===== src/hw/uartPkg.sv =====
// ########################################
// uart package
// address map, widths, bus request and the
// status/data word seen by the cpu
// ########################################
package uartPkg;

	localparam int dataWidth = 16; // cpu bus word
	localparam int byteWidth = 8;
	localparam int frameBits = 10; // start + 8 data + stop
	localparam int divWidth  = 16;
	localparam int addrWidth = 2;

	// 115200 baud at 25 MHz
	localparam logic [divWidth-1:0] defaultDiv = 16'd217;
	localparam logic [divWidth-1:0] minDiv     = 16'd4; // smaller writes are ignored

	localparam logic [addrWidth-1:0] addrTx  = 2'd0; // wr sends, rd gives status
	localparam logic [addrWidth-1:0] addrRx  = 2'd1; // rd gives byte and clears rxValid
	localparam logic [addrWidth-1:0] addrDiv = 2'd2; // baud divisor

	typedef struct packed {
		logic                 wr;    // one-cycle write strobe
		logic                 rd;    // one-cycle read strobe
		logic [addrWidth-1:0] addr;
		logic [dataWidth-1:0] wdata;
	} busReq_t;

	// flags sit at the top of the word
	typedef struct packed {
		logic                 busy;
		logic                 rxValid;
		logic                 overrun;
		logic [dataWidth-4:0] pad;
	} statusView_t;

	typedef struct packed {
		logic [dataWidth-byteWidth-1:0] pad;
		logic [byteWidth-1:0]           value; // received character
	} dataView_t;

	// same word, meaning picked by the address
	typedef union packed {
		statusView_t status;
		dataView_t   data;
	} uartWord_u;

endpackage

===== src/hw/uartTop.sv =====
// ########################################
// uart top
// memory-mapped 8N1 uart for a 16-bit bus
// ########################################
`timescale 1ns/1ps

module uartTop (
	input  logic               clk,
	input  logic               rstN,
	input  uartPkg::busReq_t   req,
	output uartPkg::uartWord_u rdata,
	output logic               tx,
	input  logic               rx
);
	import uartPkg::*;

	logic                 txStart;
	logic                 txBusy;
	logic [byteWidth-1:0] txByte;
	logic [divWidth-1:0]  div;     // shared by both directions
	logic                 rxDone;
	logic [byteWidth-1:0] rxByte;

	uartRegs regs_i (
		.clk     (clk),
		.rstN    (rstN),
		.req     (req),
		.rdata   (rdata),
		.txBusy  (txBusy),
		.txStart (txStart),
		.txByte  (txByte),
		.div     (div),
		.rxDone  (rxDone),
		.rxByte  (rxByte)
	);

	uartTx tx_i (
		.clk   (clk),
		.rstN  (rstN),
		.start (txStart),
		.data  (txByte),
		.div   (div),
		.busy  (txBusy),
		.tx    (tx)
	);

	uartRx rx_i (
		.clk  (clk),
		.rstN (rstN),
		.rx   (rx),
		.div  (div),
		.done (rxDone),
		.data (rxByte)
	);

endmodule


===== src/hw/uartRegs.sv =====
// ########################################
// uart register block
// bus decode, divisor, received byte,
// status flags and the read word
// ########################################
`timescale 1ns/1ps

module uartRegs (
	input  logic                          clk,
	input  logic                          rstN,
	input  uartPkg::busReq_t              req,
	output uartPkg::uartWord_u            rdata,
	input  logic                          txBusy,
	output logic                          txStart, // one-cycle frame request
	output logic [uartPkg::byteWidth-1:0] txByte,
	output logic [uartPkg::divWidth-1:0]  div,
	input  logic                          rxDone,
	input  logic [uartPkg::byteWidth-1:0] rxByte
);
	import uartPkg::*;

	logic                 wrTx;
	logic                 wrDiv;
	logic                 rdTx;
	logic                 rdRx;
	logic                 txAccept;
	logic                 rxValid;
	logic                 overrun;
	logic [byteWidth-1:0] rxHeld; // last good byte from the receiver

	assign wrTx  = req.wr && (req.addr == addrTx);
	assign wrDiv = req.wr && (req.addr == addrDiv);
	assign rdTx  = req.rd && (req.addr == addrTx);
	assign rdRx  = req.rd && (req.addr == addrRx);

	// a request already in flight also counts as busy
	assign txAccept = wrTx && !txBusy && !txStart;

	always_ff @(posedge clk or negedge rstN) begin
		if (!rstN) begin
			txStart <= 1'b0;
			div     <= defaultDiv;
			rxValid <= 1'b0;
			overrun <= 1'b0;
		end else begin
			txStart <= txAccept;
			if (wrDiv && (req.wdata[divWidth-1:0] >= minDiv)) begin
				div <= req.wdata[divWidth-1:0];
			end
			if (rdTx) overrun <= 1'b0; // status read acknowledges overrun
			if (rxDone && rxValid && !rdRx) overrun <= 1'b1; // old byte never read
			if (rxDone) begin
				rxValid <= 1'b1;
			end else if (rdRx) begin
				rxValid <= 1'b0;
			end
		end
	end

	// payload only
	always_ff @(posedge clk) begin
		if (txAccept) txByte <= req.wdata[byteWidth-1:0];
		if (rxDone) rxHeld <= rxByte; // newer byte wins on overrun
	end

	// read word through the view picked by the address
	always_comb begin
		rdata = '0;
		unique case (req.addr)
			addrTx: begin
				rdata.status.busy    = txBusy || txStart;
				rdata.status.rxValid = rxValid;
				rdata.status.overrun = overrun;
			end
			addrRx:  rdata.data.value = rxHeld;
			addrDiv: rdata = uartWord_u'(div); // zero-extended divisor
			default: rdata = '0;
		endcase
	end

endmodule


===== src/hw/uartRx.sv =====
// ########################################
// uart receiver
// finds the start edge, samples each bit
// in its middle and assembles the byte
// ########################################
`timescale 1ns/1ps

module uartRx (
	input  logic                          clk,
	input  logic                          rstN,
	input  logic                          rx,   // async serial input
	input  logic [uartPkg::divWidth-1:0]  div,
	output logic                          done, // one cycle per good frame
	output logic [uartPkg::byteWidth-1:0] data
);
	import uartPkg::*;

	typedef enum logic [1:0] {
		sIdle,
		sStart,
		sData,
		sStop
	} rxState_t;

	typedef logic [$clog2(byteWidth)-1:0] bitIdx_t;

	rxState_t             state;
	bitIdx_t              bitIdx;
	logic                 rxMeta;
	logic                 rxSync;
	logic                 rxPrev;
	logic                 fall;
	logic                 midTick;
	logic [byteWidth-1:0] shiftReg;

	// two-flop synchroniser plus one flop for edge detection
	always_ff @(posedge clk or negedge rstN) begin
		if (!rstN) begin
			rxMeta <= 1'b1;
			rxSync <= 1'b1;
			rxPrev <= 1'b1;
		end else begin
			rxMeta <= rx;
			rxSync <= rxMeta;
			rxPrev <= rxSync;
		end
	end

	assign fall = rxPrev && !rxSync;

	uartBitTimer timer_i (
		.clk     (clk),
		.rstN    (rstN),
		.enable  (state != sIdle),
		.restart ((state == sIdle) && fall), // start edge sets bit phase
		.div     (div),
		.tick    (),
		.midTick (midTick)
	);

	always_ff @(posedge clk or negedge rstN) begin
		if (!rstN) begin
			state  <= sIdle;
			bitIdx <= '0;
			done   <= 1'b0;
		end else begin
			done <= 1'b0;
			unique case (state)
				sIdle: begin
					if (fall) state <= sStart;
				end
				sStart: begin
					if (midTick) begin
						// still low in mid bit means a real start
						state  <= rxSync ? sIdle : sData;
						bitIdx <= '0;
					end
				end
				sData: begin
					if (midTick) begin
						bitIdx <= bitIdx + 1'b1;
						if (bitIdx == bitIdx_t'(byteWidth - 1)) state <= sStop;
					end
				end
				sStop: begin
					if (midTick) begin
						done  <= rxSync; // low stop bit is a framing drop
						state <= sIdle;
					end
				end
				default: state <= sIdle;
			endcase
		end
	end

	// lsb arrives first so bits enter from the top
	always_ff @(posedge clk) begin
		if ((state == sData) && midTick) begin
			shiftReg <= {rxSync, shiftReg[byteWidth-1:1]};
		end
	end

	assign data = shiftReg; // stable while idle, so valid with done

endmodule


===== src/hw/uartTx.sv =====
// ########################################
// uart transmitter
// shifts one byte out as an 8N1 frame
// ########################################
`timescale 1ns/1ps

module uartTx (
	input  logic                          clk,
	input  logic                          rstN,
	input  logic                          start, // one-cycle load request
	input  logic [uartPkg::byteWidth-1:0] data,
	input  logic [uartPkg::divWidth-1:0]  div,
	output logic                          busy,
	output logic                          tx     // serial line
);
	import uartPkg::*;

	typedef logic [$clog2(frameBits)-1:0] bitIdx_t;

	logic [byteWidth:0] shiftReg; // byte plus start bit in the lsb
	bitIdx_t            bitIdx;   // bit currently on the line
	logic               load;
	logic               tick;
	logic               lastBit;

	assign load    = start && !busy; // a start during a frame is ignored
	assign lastBit = (bitIdx == bitIdx_t'(frameBits - 1));

	uartBitTimer timer_i (
		.clk     (clk),
		.rstN    (rstN),
		.enable  (busy),
		.restart (load),
		.div     (div),
		.tick    (tick),
		.midTick ()
	);

	// busy and bit position
	always_ff @(posedge clk or negedge rstN) begin
		if (!rstN) begin
			busy   <= 1'b0;
			bitIdx <= '0;
		end else if (load) begin
			busy   <= 1'b1;
			bitIdx <= '0;
		end else if (tick) begin
			if (lastBit) begin
				busy   <= 1'b0; // stop bit has run its full period
				bitIdx <= '0;
			end else begin
				bitIdx <= bitIdx + 1'b1;
			end
		end
	end

	// shift right, ones come in from the top and form the stop bit
	always_ff @(posedge clk) begin
		if (load) begin
			shiftReg <= {data, 1'b0};
		end else if (tick) begin
			shiftReg <= {1'b1, shiftReg[byteWidth:1]};
		end
	end

	assign tx = busy ? shiftReg[0] : 1'b1; // idle line stays high

endmodule


===== src/hw/uartBitTimer.sv =====
// ########################################
// uart bit timer
// counts one bit period and flags its end
// and its middle
// ########################################
`timescale 1ns/1ps

module uartBitTimer (
	input  logic                         clk,
	input  logic                         rstN,
	input  logic                         enable,  // count while high
	input  logic                         restart, // realign to a new frame
	input  logic [uartPkg::divWidth-1:0] div,
	output logic                         tick,    // last cycle of a bit
	output logic                         midTick  // middle of a bit
);
	import uartPkg::*;

	logic [divWidth-1:0] cnt;
	logic [divWidth-1:0] curDiv; // period of the bit in progress
	logic                lastCycle;

	assign lastCycle = (cnt == curDiv - 1'b1);

	always_ff @(posedge clk or negedge rstN) begin
		if (!rstN) begin
			cnt    <= '0;
			curDiv <= defaultDiv;
		end else if (restart) begin
			cnt    <= '0;
			curDiv <= div; // new frame picks up the current divisor
		end else if (enable) begin
			if (lastCycle) begin
				cnt    <= '0;
				curDiv <= div; // divisor changes land on a bit boundary
			end else begin
				cnt <= cnt + 1'b1;
			end
		end
	end

	assign tick    = enable && lastCycle;
	assign midTick = enable && (cnt == (curDiv >> 1)); // half of div

endmodule


===== config.mk =====
export PLATFORM = sky130hd
export DESIGN_NAME = uartTop
export DESIGN_NICKNAME = d
export VERILOG_FILES = /design/src/hw/uartPkg.sv /design/src/hw/uartTop.sv /design/src/hw/uartRegs.sv /design/src/hw/uartRx.sv /design/src/hw/uartTx.sv /design/src/hw/uartBitTimer.sv
export SDC_FILE = /design/constraint.sdc
export NUM_CORES = 1
export LEC_CHECK = 0
export BUFFER_PORTS_ARGS = -buffer_cell sky130_fd_sc_hd__buf_2
export CELL_PAD_IN_SITES_DETAIL_PLACEMENT = 1
export CELL_PAD_IN_SITES_GLOBAL_PLACEMENT = 1
export CORE_AREA = 2 2 117 119
export CTS_CLUSTER_DIAMETER = 50
export DETAILED_ROUTE_END_ITERATION = 8
export DIE_AREA = 0 0 119 121
export GPL_TIMING_DRIVEN = 1
export PLACE_DENSITY = 0.94
export SLEW_MARGIN = 20
export SYNTH_ARGS = -nofsm -noshare
export SYNTH_HDL_FRONTEND = slang
export SYNTH_SLANG_ARGS = --single-unit

===== constraint.sdc =====
create_clock -name clk -period 5.9 [get_ports clk]
set_input_delay 0.295 -clock clk [delete_from_list [all_inputs] [get_ports clk]]
set_output_delay 0.295 -clock clk [all_outputs]
set_load 0.005 [all_outputs]

# Word level (Yosys, flattened, before mapping)
# Cells that the tools add are included.
# totals
in_bits,23
out_inout_bits,17
wordCells,120
ff_bits,130
# op_classes
reduce_logical,37
n_mux,40
n_eq_ne,15
n_addsub,6
n_lt_le_gt_ge,1
# ops
cell,n
$mux 16,12
$add 16x1->16 const B,2
$eq 16x16->1,2
$sub 16x1->16 const B,2
$reduce_bool 2->1,10
$mux 9,2
$eq 16x15->1,1
$ge 16x3->1 const B,1
$pmux 8 s2,1
$logic_and 1x1->1,15
$mux 2,6
$mux 4,3
$pmux 3 s2,2
$mux 1,10
$ne 2x1->1 const B,5
$pmux 2 s4,1
$eq 2x2->1 const B,3
$mux 3,2
$reduce_and 2->1,3
$mux 5,1
$reduce_and 5->1,1
$add 4x1->4 const B,1
$eq 2x1->1 const B,2
$eq 4x4->1 const B,1
6 further kinds,10

# Longest topological paths before layout
# Gate-level depths: netlist of run 1.
# logic_depth
ltp_word,5
ltp_mapped,11
ltp_nobuf,9

# Cells and area by module
# Synthesis of run 1 repeated with hierarchy kept, for this count alone.
# hier_totals
hier_cells,680
hier_area_um2,7399.6
# modules_own_cells
mod,seq_area_each_um2,area_each_um2,cells_per_inst,instances
uartBitTimer,807.0,2267.2,233,2
uartRegs,962.2,1522.7,100,1
uartTx,385.4,678.2,68,1
uartRx,469.2,664.4,46,1

# Least setup slack after synthesis of run 1
# OpenSTA, ideal clock, no wires.
# synth_timing
kind,reg2reg
from,reg rx_i.timer_i.curDiv[1]
to,reg rx_i.timer_i.cnt[10]
setup_slack_ns,2.462
period_less_slack_ns,3.438
setup_ns,0.132
n_path_buf,2
required_time_ns,5.768
arrival_ns,3.306
path_stages_with_launch,10
path_cell_list,dfrtp_1 or4_1 or4b_2 nor3_1 xnor2_1 nand4_1 o31ai_2 buf_2 clkbuf_1 nor2_1
# synth_between
elab_chain_cells,5
# synth_lines
element,line,text
"start, declared",uartBitTimer.sv:20,logic [divWidth-1:0] curDiv;
"start signal, assigned",uartBitTimer.sv:28,curDiv <= defaultDiv;
"start signal, assigned",uartBitTimer.sv:31,curDiv <= div;
"start signal, assigned",uartBitTimer.sv:35,curDiv <= div;
$sub 16x1->16,uartBitTimer.sv:23,assign lastCycle = (cnt == curDiv - 1'b1);
$eq 16x16->1,uartBitTimer.sv:23,
$mux 16,uartBitTimer.sv:33,if (lastCycle) begin
$mux 16,uartBitTimer.sv:32,end else if (enable) begin
$mux 16,uartBitTimer.sv:29,end else if (restart) begin
"end signal, assigned",uartBitTimer.sv:37,cnt <= cnt + 1'b1;
"end, declared",uartBitTimer.sv:19,logic [divWidth-1:0] cnt;
# No other way between the ends. The select of a mux whose other input is x is not followed.
# A chain may end at the register's enable or synchronous reset.

# Worst setup path in the final report of run 1
# layout_timing
from,reg tx_i.timer_i.curDiv[1]
to,"reg tx_i.shiftReg[3], enable pin"
# layout_between
elab_chain_cells,4
# layout_lines
element,line,text
"start, declared",uartBitTimer.sv:20,
"start signal, assigned",uartBitTimer.sv:28,
"start signal, assigned",uartBitTimer.sv:31,
"start signal, assigned",uartBitTimer.sv:35,
$sub 16x1->16,uartBitTimer.sv:23,
$eq 16x16->1,uartBitTimer.sv:23,
$logic_and 1x1->1,uartBitTimer.sv:42,assign tick = enable && lastCycle;
$reduce_bool 2->1 (no line),--,
"end signal, assigned",uartTx.sv:60,"shiftReg <= {data, 1'b0};"
"end signal, assigned",uartTx.sv:62,"shiftReg <= {1'b1, shiftReg[byteWidth:1]};"
"end, declared",uartTx.sv:20,logic [byteWidth:0] shiftReg;
# No other way between the ends.

==> results of run 1 <==
==> metrics by stage <==
| stage | total power, W | hold WS [ns] | util (%) |
|---|---|---|---|
| 6_report | 0.00363 | 0.0622 | 59.6 |
| 5_1_grt | 0.00378 | 0.0512 | 59.6 |
| 4_1_cts | 0.00360 | 0.0529 | 59.6 |
| 3_5_place_dp | 0.00252 | 0.273 | 55.1 |
| 3_3_place_gp | 0.00237 | 0.255 | 55.0 |
| 2_1_floorplan | 0.00214 | -0.000591 | - |
==> worst paths after layout <==
kind                                               startpoint  slack (ns)                                  end
min in group asynchronous                                rstN        0.37           tx_i.bitIdx[3]$_DFFE_PN0P_
min                                                    req[0]        0.06           regs_i.txByte[0]$_DFFE_PP_
max in group asynchronous                                rstN        4.30  rx_i.timer_i.curDiv[15]$_DFFE_PN0P_
max                        tx_i.timer_i.curDiv[1]$_DFFE_PN0P_        1.58           tx_i.shiftReg[3]$_DFFE_PP_
min reg2reg                             rx_i.rxMeta$_DFF_PN1_        0.36                rx_i.rxSync$_DFF_PN1_
max reg2reg                tx_i.timer_i.curDiv[1]$_DFFE_PN0P_        1.58           tx_i.shiftReg[3]$_DFFE_PP_
==> kinds of logic (layout without fill, tap and decap cells) <==
group	count (synthesis)	after routing	share of synthesized area (%)
adder cells (fa/ha/maj)	16	16	2.91
flip-flops	130	130	49.9
XOR/XNOR	80	80	10.2
AND/OR/NAND/NOR	184	184	14.9
buffers and inverters	53	95	3.07
AO/OA/AOI/OAI	90	90	10.3
multiplexers	51	51	8.76
==> Yosys cell counts (10+ instances only) <==
| master | n | area [um2] |
|---|---|---|
| xnor2_1 | 49 | 429 |
| nand3_1 | 19 | 95.1 |
| nand4_1 | 16 | 100 |
| o21ai_0 | 12 | 60.1 |
| clkbuf_1 | 30 | 113 |
| dfstp_2 | 18 | 473 |
| ha_1 | 16 | 200 |
| a21oi_1 | 11 | 55.1 |
| nor2_1 | 33 | 124 |
| dfrtp_1 | 79 | 1980 |
| nor4_1 | 12 | 75.1 |
| nor3_1 | 11 | 55.1 |
| nand2b_1 | 10 | 62.6 |
| nor2b_1 | 12 | 75.1 |
| inv_1 | 17 | 63.8 |
| nand2_1 | 24 | 90.1 |
| edfxtp_1 | 32 | 961 |
| mux2_2 | 42 | 473 |
| xor2_1 | 31 | 272 |
| a22o_1 | 23 | 201 |
| and3_1 | 15 | 93.8 |
==> where the power goes <==
group          switching (W)  internal (W)
combinational       0.000609      0.000514
clock               0.000412      0.000622
sequential          0.000351       0.00112
total                0.00137       0.00226
==> state kept, by name (all words and copies together) (netlist names), 3 cells and up, named ones only <==
| register | count |
|---|---|
| rx_i.bitIdx | 3 |
| regs_i.rxHeld | 8 |
| tx_i.bitIdx | 4 |
| regs_i.txByte | 8 |
| rx_i.timer_i.curDiv | 16 |
| tx_i.timer_i.cnt | 16 |
| tx_i.shiftReg | 9 |
| rx_i.data | 8 |
| regs_i.div | 16 |
| rx_i.timer_i.cnt | 16 |
| tx_i.timer_i.curDiv | 16 |
==> worst max-delay path: cells and delay by family (launching register included) <==
| family | cells | cell delay [ns] |
|---|---|---|
| compound gates | 3 | 1.34 |
| fa+ha+maj | 1 | 0.23 |
| flops | 1 | 0.44 |
| buf+inv | 3 | 0.71 |
| simple gates | 3 | 1.26 |
==> cell type report <==
cell class	count	area, um2	area share [%]
Clock buffer	22	485	6.22
Sequential cell	130	3430	44.0
Timing Repair Buffer	46	263	3.37
Clock inverter	10	83.8	1.07
Tap cell	176	220	2.82
Multi-Input combinational cell	421	3260	41.7
Inverter	17	63.8	0.818
==> routing by layer <==
layer | GRT usage [%] | up-vias
met1 | 34.1 | 2769
met5 | 0 | -
met3 | 7.24 | 86
met2 | 57.1 | 211
li1 | - | 2251
met4 | 18.3 | 0
==> run metrics, run 1 <==
fillers 1337; Final ANT Viol Nets 0; count of final setup violators 0; post-route cell area 7800 um2; period utilization 73.1%; Worst Skew 0.0172 ns; RSZ-0062 raised after global routing false; setup TNS 0 ns; wire length on met1 7740 um; Critical Path AT 4.42 ns; Num CTS Buffers 17; initial DRC count 349; drt first pass iters 5; CTS tree built; clk_lat worst skew 0.44 ns; total number of vias 5317; GR Overflow Total 0; commonest non-fill, non-tap cell in the layout dfrtp_1; layout cell share with drive strength beyond 1 23.7%; Post-synth EDFFs 32; I/O pins 40; Net Count, Synth 643; Tightest Pin Transition 0.870 ns; status completed; first-pass GRT wire length 34100 um; DR WL/cell 26.1 um; Max-Cap Viols 0; CTS Sinks 130; PortBufs 39; Mean Syn Cell Area 11.4 um2; register area share after synthesis 49.9%; Slew headroom 41.5%; final worst setup slack 1.58 ns; DRC 0; Initial Util 52.6%; FF+latch count, synth 130; Nets 672; HPWL Detailed 13900 um; WL final 21400 um; Final Non-Filler Cells 822; Die H 121 um; worst-path cell chain inv_1, ha_1, nor3b_1, nand2_1, and3_1, a2111oi_0, a2111oi_4, buf_4, a21oi_4, inv_1; Post-CTS Hold Buffers 2; pre-CTS WS 1.32 ns; Core ar. 13100 um2; Post-CTS Resized 0; Peak Freq 232 MHz; vias per inst 6.47; leakage power 3.31 nW; DP Area 7210 um2; CTS clk-pin slew, worst paths 0.06 ns; vias in the first global route 5863; Slew Viols, Final 0; gr usage total 31.7%; Max IR drop VDD 377 uV; worst setup path category flip-flop to flip-flop; Die ar. 14400 um2; Synth Warn # 0; crit-path most repeated cell inv_1; synthesized area 6880 um2; cell row count 42; WL met2 11500 um; Slowest-stage cell, CP nor3b_1; Hold Path Cell Cnt 1; CTS H-tree lvls 4; required time of the critical path 6.00 ns; Netlist cell types 63; n_diodes 0; async set-reset flop share out of synthesis 74.6%; CP max stage delay 0.70 ns; WL met3 1020 um; Max clock buf depth 2; final-report hold violation count 0; initial antenna violation count 0; highest-count cells in the layout ignoring fill and taps dfrtp_1 (79), xnor2_1 (49), mux2_2 (42); Mapped Cells 604; Die Wd 119 um; reg2reg path depth 10; Area Growth Syn to Fin 13.4%; Worst setup EP type flip-flop; placed cells 788; largest net degree at the start of global routing 65; Root Driver clkbuf_16; crit path time final 4.32 ns; Top Metal Used met4; Synth Flop Type dfrtp_1; GPL Wtd Cong 0.897; CP startpoint kind flip-flop; CP Max Fanout 19; Pwr Density 465 nW/um2; Post-CTS Setup Inserts 0; worst min path class input port to flip-flop
(Power assumes the default switching activity.)
==> inputs of run 2 (changes only) <==
--- a/config.mk
+++ b/config.mk
@@ -5,15 +5,16 @@
 export SDC_FILE = /design/constraint.sdc
 export NUM_CORES = 1
 export LEC_CHECK = 0
+export ABC_AREA = 1
 export BUFFER_PORTS_ARGS = -buffer_cell sky130_fd_sc_hd__buf_2
 export CELL_PAD_IN_SITES_DETAIL_PLACEMENT = 1
 export CELL_PAD_IN_SITES_GLOBAL_PLACEMENT = 1
-export CORE_AREA = 2 2 117 119
+export CORE_AREA = 2 2 135 137
 export CTS_CLUSTER_DIAMETER = 50
 export DETAILED_ROUTE_END_ITERATION = 8
-export DIE_AREA = 0 0 119 121
+export DIE_AREA = 0 0 137 139
 export GPL_TIMING_DRIVEN = 1
-export PLACE_DENSITY = 0.94
+export PLACE_DENSITY = 0.89
 export SLEW_MARGIN = 20
 export SYNTH_ARGS = -nofsm -noshare
 export SYNTH_HDL_FRONTEND = slang
==> constraint.sdc (replaced) <==
create_clock -name clk -period 4.1 [get_ports clk]
set_input_delay 0.205 -clock clk [delete_from_list [all_inputs] [get_ports clk]]
set_output_delay 0.205 -clock clk [all_outputs]
set_load 0.005 [all_outputs]
==> run 2 against run 1 <==
Largest cell class is now multi-input combinational cells. Utilization decreased by 9.2 points. The run now ends with hold timing left. Die area increased by 32%. Area after synthesis increased by 15%. Clock-buffer cell count decreased by 5.
==> run metrics, run 2 <==
count of final setup violators 0 (unchanged); Synth Flop Type dfrtp_1 (unchanged); worst r2r src tx_i.timer_i.curDiv[0]$_DFFE_PN1P_ (was tx_i.timer_i.curDiv[1]$_DFFE_PN0P_); Worst Skew 0.0135 ns (was 0.0172 ns); commonest non-fill, non-tap cell in the layout nand2_1 (was dfrtp_1); Clk network pwr share 24.0% (was 28.5%); FF+latch count, synth 130 (unchanged); Storage cell area 3430 um2 (unchanged); clk_lat worst skew 0.44 ns (about the same); Peak Freq 334 MHz (was 232 MHz); CTS H-tree lvls 4 (unchanged); period utilization 72.9% (was 73.1%); fillers 2216 (was 1337); register area share after synthesis 43.4% (was 49.9%); CTS tree built (unchanged); status finished with violations (was completed); initial DRC count 552 (was 349); async set-reset flop share out of synthesis 74.6% (unchanged); Final Non-Filler Cells 1318 (was 822); Die Wd 137 um (was 119 um); Post-CTS Resized 0 (unchanged); Yosys top cell by area dfrtp_1 (unchanged); leakage power 4.36 nW (was 3.31 nW); net load switching power 0.00306 W (was 0.00137 W); RSZ-0062 raised after global routing false (unchanged); Cell Int Power 0.00338 W (was 0.00226 W); Nets 1115 (was 672); DR WL/cell 19.8 um (was 26.1 um); final worst setup slack 1.11 ns (was 1.58 ns); Area Growth Syn to Fin 12.5% (was 13.4%); DRC 0 (unchanged); worst setup path category flip-flop to flip-flop (unchanged); Final Core Density 50.4% (was 59.6%); crit path from tx_i.timer_i.curDiv[0]$_DFFE_PN1P_ (was tx_i.timer_i.curDiv[1]$_DFFE_PN0P_); multi-input logic area 3860 um2 (was 3260 um2); Net Sw Frac 47.5% (was 37.8%); CP startpoint kind flip-flop (unchanged); Yosys top cell area share 25.0% (was 28.7%); largest net degree at the start of global routing 72 (was 65); required time of the critical path 4.45 ns (was 6.00 ns); HP Start req[7] (was req[0]); CP Max Fanout 26 (was 19); Mean Syn Cell Area 7.59 um2 (was 11.4 um2); Post-CTS Hold Buffers 7 (was 2); Pwr Density 724 nW/um2 (was 465 nW/um2); vias per inst 5.62 (was 6.47); gr usage total 28.5% (was 31.7%); Critical Path AT 3.34 ns (was 4.42 ns); pre-CTS WS 1.23 ns (was 1.32 ns); Initial Util 44.8% (was 52.6%); Worst setup EP type flip-flop (unchanged); Max clock buf depth 2 (unchanged); worst min path class input port to flip-flop (unchanged); Post-synth EDFFs 32 (unchanged); CP max stage delay 0.55 ns (was 0.70 ns); Die H 139 um (was 121 um); n_diodes 0 (unchanged); drt first pass iters 5 (unchanged); cell row count 49 (was 42); Synth Warn # 0 (unchanged); Comb power frac 43.4% (was 31.0%); Slew Viols, Final 0 (unchanged); failing checks hold timing; Core ar. 17700 um2 (was 13100 um2); worst hold margin -0.00136 ns (was 0.0622 ns); Slew headroom 35.9% (was 41.5%); GR Overflow Total 0 (unchanged); GPL Wtd Cong 0.894 (was 0.897); Netlist cell types 43 (was 63); initial antenna violation count 0 (unchanged); setup TNS 0 ns (unchanged); placed cells 1278 (was 788); first-pass GRT wire length 42200 um (was 34100 um); Die ar. 19000 um2 (was 14400 um2); Root Driver clkbuf_16 (unchanged); Post-CTS Setup Inserts 0 (unchanged); Num CTS Buffers 17 (unchanged); Post-synth top cells nand2_1 (350), inv_1 (114), nand3_1 (112) (was dfrtp_1 (79), xnor2_1 (49), mux2_2 (42)); Mapped Cells 1042 (was 604); Final ANT Viol Nets 0 (unchanged); Flop pwr share 32.6% (was 40.5%); vias in the first global route 7859 (was 5863); HPWL Detailed 17300 um (was 13900 um); layout cell share with drive strength beyond 1 12.6% (was 23.7%); final-report hold violation count 1 (was 0); Slowest-stage cell, CP dfstp_2 (was nor3b_1); worst-path cell chain inv_1, ha_1, nand2_1, nor2_1, nand2_1, nand2_1, nand3_1, and2_1, nand3_1, nor2_1, nand3_2, nand2_4, nand2_1, nand2_1 (was inv_1, ha_1, nor3b_1, nand2_1, and3_1, a2111oi_0, a2111oi_4, buf_4, a21oi_4, inv_1); CTS Sinks 130 (unchanged); Net Count, Synth 1081 (was 643); PortBufs 39 (unchanged); Max IR drop VDD 431 uV (was 377 uV); most frequent cell after synthesis nand2_1 (was dfrtp_1); Max-Cap Viols 0 (unchanged); synthesized area 7910 um2 (was 6880 um2); crit-path most repeated cell nand2_1 (was inv_1); highest-count cells in the layout ignoring fill and taps nand2_1 (350), inv_1 (114), nand3_1 (112) (was dfrtp_1 (79), xnor2_1 (49), mux2_2 (42)); I/O pins 40 (unchanged); WL final 26100 um (was 21400 um); total number of vias 7410 (was 5317); Tightest Pin Transition 0.962 ns (was 0.870 ns); Area contributors post-synth dfrtp_1 (25%), nand2_1 (17%), edfxtp_1 (12%) (was dfrtp_1 (29%), edfxtp_1 (14%), dfstp_2 (6.9%)); crit path time final 2.99 ns (was 4.32 ns); CTS clk-pin slew, worst paths 0.07 ns (was 0.06 ns)
run 2: changes by cell type after synthesis, sizes merged, moves of 18 or more:
cell   previous run  this run
nand2            24       357
nand3            19       115
xnor2            49        16
o22ai             0        18
a22o             23         1
mux2             50        12
inv              17       117
nor2             33        99
run 2: cell type report:
| type | count | area share (%) |
|---|---|---|
| clock inverter | 15 | 1.80 |
| tap | 229 | 3.22 |
| clock buffer | 17 | 4.78 |
| multi-input combinational | 759 | 43.3 |
| sequential | 130 | 38.5 |
| inverter | 119 | 5.02 |
| timing repair buffer | 49 | 3.29 |
run 2: final timing paths:
kind,endpoint,slack [ns],cells past startpoint
worst max-delay path,tx_i.timer_i.curDiv[10]$_DFFE_PN0P_,1.11,14
worst min-delay path,regs_i.txByte[7]$_DFFE_PP_,-0.001,1
worst max register to register,tx_i.timer_i.curDiv[10]$_DFFE_PN0P_,1.11,14
worst min register to register,rx_i.rxSync$_DFF_PN1_,0.37,0
max in group asynchronous,tx_i.timer_i.curDiv[0]$_DFFE_PN1P_,2.64,3
min in group asynchronous,rx_i.timer_i.cnt[11]$_DFFE_PN0P_,0.46,2
run 2: logic make-up after synthesis:
kind of cell	synth area share, %
and+or+nand+nor	35.0
buffers and inverters	7.91
DFF	43.4
AOI/OAI and AO/OA	4.52
xor gates and xnor gates	4.98
adders and majority gates	2.53
muxes	1.71
run 2: per-layer routing:
layer	vias up	global-route usage, %	wire (um)
li1	3412	-	-
met1	3671	34.1	10700
met2	239	49.1	13100
met3	88	5.37	1120
met4	0	13.0	1140
met5	-	0	0
run 2: through the flow:
| stage | total power [W] | hold slack, ns | instance area, um2 |
|---|---|---|---|
| after global routing | 0.00687 | 0.00136 | 8900 |
| final | 0.00644 | -0.00136 | 8900 |
| after CTS | 0.00636 | 0.00645 | 8890 |
| after floorplan | 0.00402 | -0.0906 | 7910 |
| after global placement | 0.00458 | 0.310 | 8230 |
| after detailed placement | 0.00473 | 0.312 | 8230 |
run 2: power by group through the flow:
stage	logic [W]	registers, W	clock network (W)
floorplan	0.00214	0.00188	0
global placement	0.00253	0.00206	0
detailed placement	0.00265	0.00208	0
CTS	0.00276	0.00207	0.00153
global route	0.00313	0.00213	0.00161
finish	0.00279	0.00210	0.00155
run 2: worst max-delay path, delay by kind of cell, from the launching register on:
| family | cells | cell delay, ns |
|---|---|---|
| flops | 1 | 0.55 |
| simple gates | 12 | 1.98 |
| buf+inv | 1 | 0.11 |
| fa+ha+maj | 1 | 0.26 |
==> inputs of run 3 (changes only) <==
==> constraint.sdc (replaced) <==
create_clock -name clk -period 2.9 [get_ports clk]
set_input_delay 0.145 -clock clk [delete_from_list [all_inputs] [get_ports clk]]
set_output_delay 0.145 -clock clk [all_outputs]
set_load 0.005 [all_outputs]
==> run 3 against run 2 <==
The run now ends clean. Cell count grew 0.99%. Via count increased by 1.8%. First-iteration DRC count down 16%. Design area grew 1.5%. Combinational power up 46%. Maximum frequency up 7.0%. Wire length increased by 5.2%. Sequential power up 42%. Non-clock buffer count rose by 12. Critical path type unchanged. Critical endpoint is now rx_i.timer_i.curDiv[6]$_DFFE_PN1P_. Highest routed layer unchanged.
==> run metrics, run 3 (synthesis gave the netlist of run 2 again) <==
status completed (was finished with violations); Max-Cap Viols 0 (unchanged); Max IR drop VDD 678 uV (was 431 uV); leakage power 4.42 nW (was 4.36 nW); period utilization 96.4% (was 72.9%); CP max stage delay 0.58 ns (was 0.55 ns); worst setup path category flip-flop to flip-flop (unchanged); Core ar. 17700 um2 (unchanged); Worst R2R Setup Slack 0.10 ns (was 1.11 ns); CTS Sinks 130 (unchanged); vias in the first global route 8008 (was 7859); Endpoint, Worst Hold regs_i.div[15]$_DFFE_PN0P_ (was regs_i.txByte[7]$_DFFE_PP_); final-report hold violation count 0 (was 1); layout cell share with drive strength beyond 1 13.1% (was 12.6%); Die Wd 137 um (unchanged); gr usage total 30.0% (was 28.5%); Max clock buf depth 2 (unchanged); worst reg2reg endpoint rx_i.timer_i.curDiv[6]$_DFFE_PN1P_ (was tx_i.timer_i.curDiv[10]$_DFFE_PN0P_); Slew headroom 51.6% (was 35.9%); I/O pins 40 (unchanged); fillers 2221 (was 2216); Peak Freq 358 MHz (was 334 MHz); commonest non-fill, non-tap cell in the layout nand2_1 (unchanged); Die ar. 19000 um2 (unchanged); CP startpoint kind flip-flop (unchanged); CTS tree built (unchanged); first-pass GRT wire length 44000 um (was 42200 um); HP Start req[15] (was req[7]); cell row count 49 (unchanged); DR WL/cell 20.7 um (was 19.8 um); Final ANT Viol Nets 0 (unchanged); Die H 139 um (unchanged); initial DRC count 463 (was 552); setup TNS 0 ns (unchanged); worst-path cell chain inv_1, ha_1, xnor2_1, a21oi_1, nand4_1, nor3_4, nand3_4, nand2_8, nand2_1, nand2_1 (was inv_1, ha_1, nand2_1, nor2_1, nand2_1, nand2_1, nand3_1, and2_1, nand3_1, nor2_1, nand3_2, nand2_4, nand2_1, nand2_1); Final Core Density 51.2% (was 50.4%); worst r2r src rx_i.timer_i.curDiv[0]$_DFFE_PN1P_ (was tx_i.timer_i.curDiv[0]$_DFFE_PN1P_); Hold Path Cell Cnt 2 (was 1); CTS clk-pin slew, worst paths 0.07 ns (about the same); total number of vias 7541 (was 7410); GR Overflow Total 0 (unchanged); RSZ-0062 raised after global routing false (unchanged); Root Driver clkbuf_16 (unchanged); Pwr Density 1030 nW/um2 (was 724 nW/um2); clk_lat worst skew 0.44 ns (about the same); placed cells 1284 (was 1278); Initial Util 44.8% (unchanged); Storage cell area 3430 um2 (unchanged); multi-input logic area 3870 um2 (was 3860 um2); largest net degree at the start of global routing 52 (was 72); Worst setup EP type flip-flop (unchanged); crit path time final 2.80 ns (was 2.99 ns); Power, Total 0.00926 W (was 0.00644 W); DRC 0 (unchanged); count of final setup violators 0 (unchanged); family with the most delay on the worst path simple AND/OR/NAND/NOR gates (unchanged); Final Non-Filler Cells 1331 (was 1318); Area Growth Syn to Fin 14.1% (was 12.5%); WL final 27500 um (was 26100 um); Tightest Pin Transition 0.727 ns (was 0.962 ns); Worst Skew 0.0235 ns (was 0.0135 ns); Slowest-stage cell, CP dfstp_2 (unchanged); Nets 1127 (was 1115); drt first pass iters 5 (unchanged); reg2reg path depth 10 (was 14); required time of the critical path 3.26 ns (was 4.45 ns); GPL Wtd Cong 0.916 (was 0.894); Num CTS Buffers 17 (unchanged); Slew Viols, Final 0 (unchanged); CP Max Fanout 17 (was 26); HPWL Detailed 17400 um (was 17300 um); PortBufs 39 (unchanged); CTS H-tree lvls 4 (unchanged); worst min path class input port to flip-flop (unchanged); Worst Path Buf+Inv 1 (unchanged); initial antenna violation count 1 (was 0); vias per inst 5.67 (was 5.62); highest-count cells in the layout ignoring fill and taps nand2_1 (349), inv_1 (114), nand3_1 (112) (was nand2_1 (350), inv_1 (114), nand3_1 (112)); Critical Path AT 3.15 ns (was 3.34 ns); crit-path most repeated cell nand2_1 (unchanged)
==> run 3: how the worst max path moves through the flow <==
| stage | from | end | slack (ns) | cells after the start |
|---|---|---|---|---|
| after floorplan | tx_i.timer_i.curDiv[0]$_DFFE_PN1P_ | tx_i.shiftReg[1]$_DFFE_PP_ | 0.72 | 13 |
| after global placement | tx_i.timer_i.curDiv[0]$_DFFE_PN1P_ | tx_i.busy$_DFFE_PN0P_ | 0.41 | 15 |
| after detailed placement | tx_i.timer_i.curDiv[0]$_DFFE_PN1P_ | tx_i.busy$_DFFE_PN0P_ | 0.31 | 15 |
| after CTS | rx_i.timer_i.curDiv[0]$_DFFE_PN1P_ | rx_i.timer_i.curDiv[3]$_DFFE_PN1P_ | 0.16 | 10 |
| after global routing | rx_i.timer_i.curDiv[0]$_DFFE_PN1P_ | rx_i.timer_i.curDiv[6]$_DFFE_PN1P_ | 0.01 | 15 |
| final | rx_i.timer_i.curDiv[0]$_DFFE_PN1P_ | rx_i.timer_i.curDiv[6]$_DFFE_PN1P_ | 0.10 | 10 |
==> run 3: what timing repair did <==
item	in CTS	in global routing
gates resized for setup	0	2
setup buffers	0	0
hold endpoints to repair	57	0
hold buffers	14	0
endpoints found under the setup margin	0	6
==> run 3: worst register-to-register path, cell delays in order, from the launching register on <==
cell and delay [ns]:
dfstp_2 0.58, inv_1 0.13, ha_1 0.36, xnor2_1 0.17
a21oi_1 0.26, nand4_1 0.23, nor3_4 0.30, nand3_4 0.25
nand2_8 0.21, nand2_1 0.09, nand2_1 0.15
==> run 3: final cells by class <==
type / instances / share of cell area, %
flip-flops and latches: 130 / 38.0
well taps: 229 / 3.17
inverters: 119 / 4.95
clock inverters: 15 / 1.79
diodes: 1 / 0.0277
multi-input cells: 759 / 42.8
clock buffers: 17 / 4.71
repair buffers: 61 / 4.54
==> run 3: power by group <==
group | internal (W) | leakage [nW] | switching (W)
Sequential | 0.00230 | 1.52 | 0.000688
Clock | 0.00123 | 0.286 | 0.000994
Combinational | 0.00135 | 2.61 | 0.00271
Total | 0.00487 | 4.42 | 0.00439
==> run 3: metal layers <==
layer	vias to the layer above	part of all wire, %	global-route usage [%]
met5	-	0	0
met4	0	5.2	17.1
met3	99	4.5	5.74
met2	256	50	50.8
met1	3746	40	35.4
li1	3440	-	-
==> run 3: metrics by stage <==
stage / instance area (um2) / worst slack, ns / hold WS [ns]
floorplan: 7910 / 0.721 / -0.151
global placement: 8290 / 0.411 / 0.220
detailed placement: 8290 / 0.309 / 0.235
CTS: 9020 / 0.160 / 0.00944
global route: 9030 / 0.0136 / 0.0243
finish: 9030 / 0.104 / 0.0349
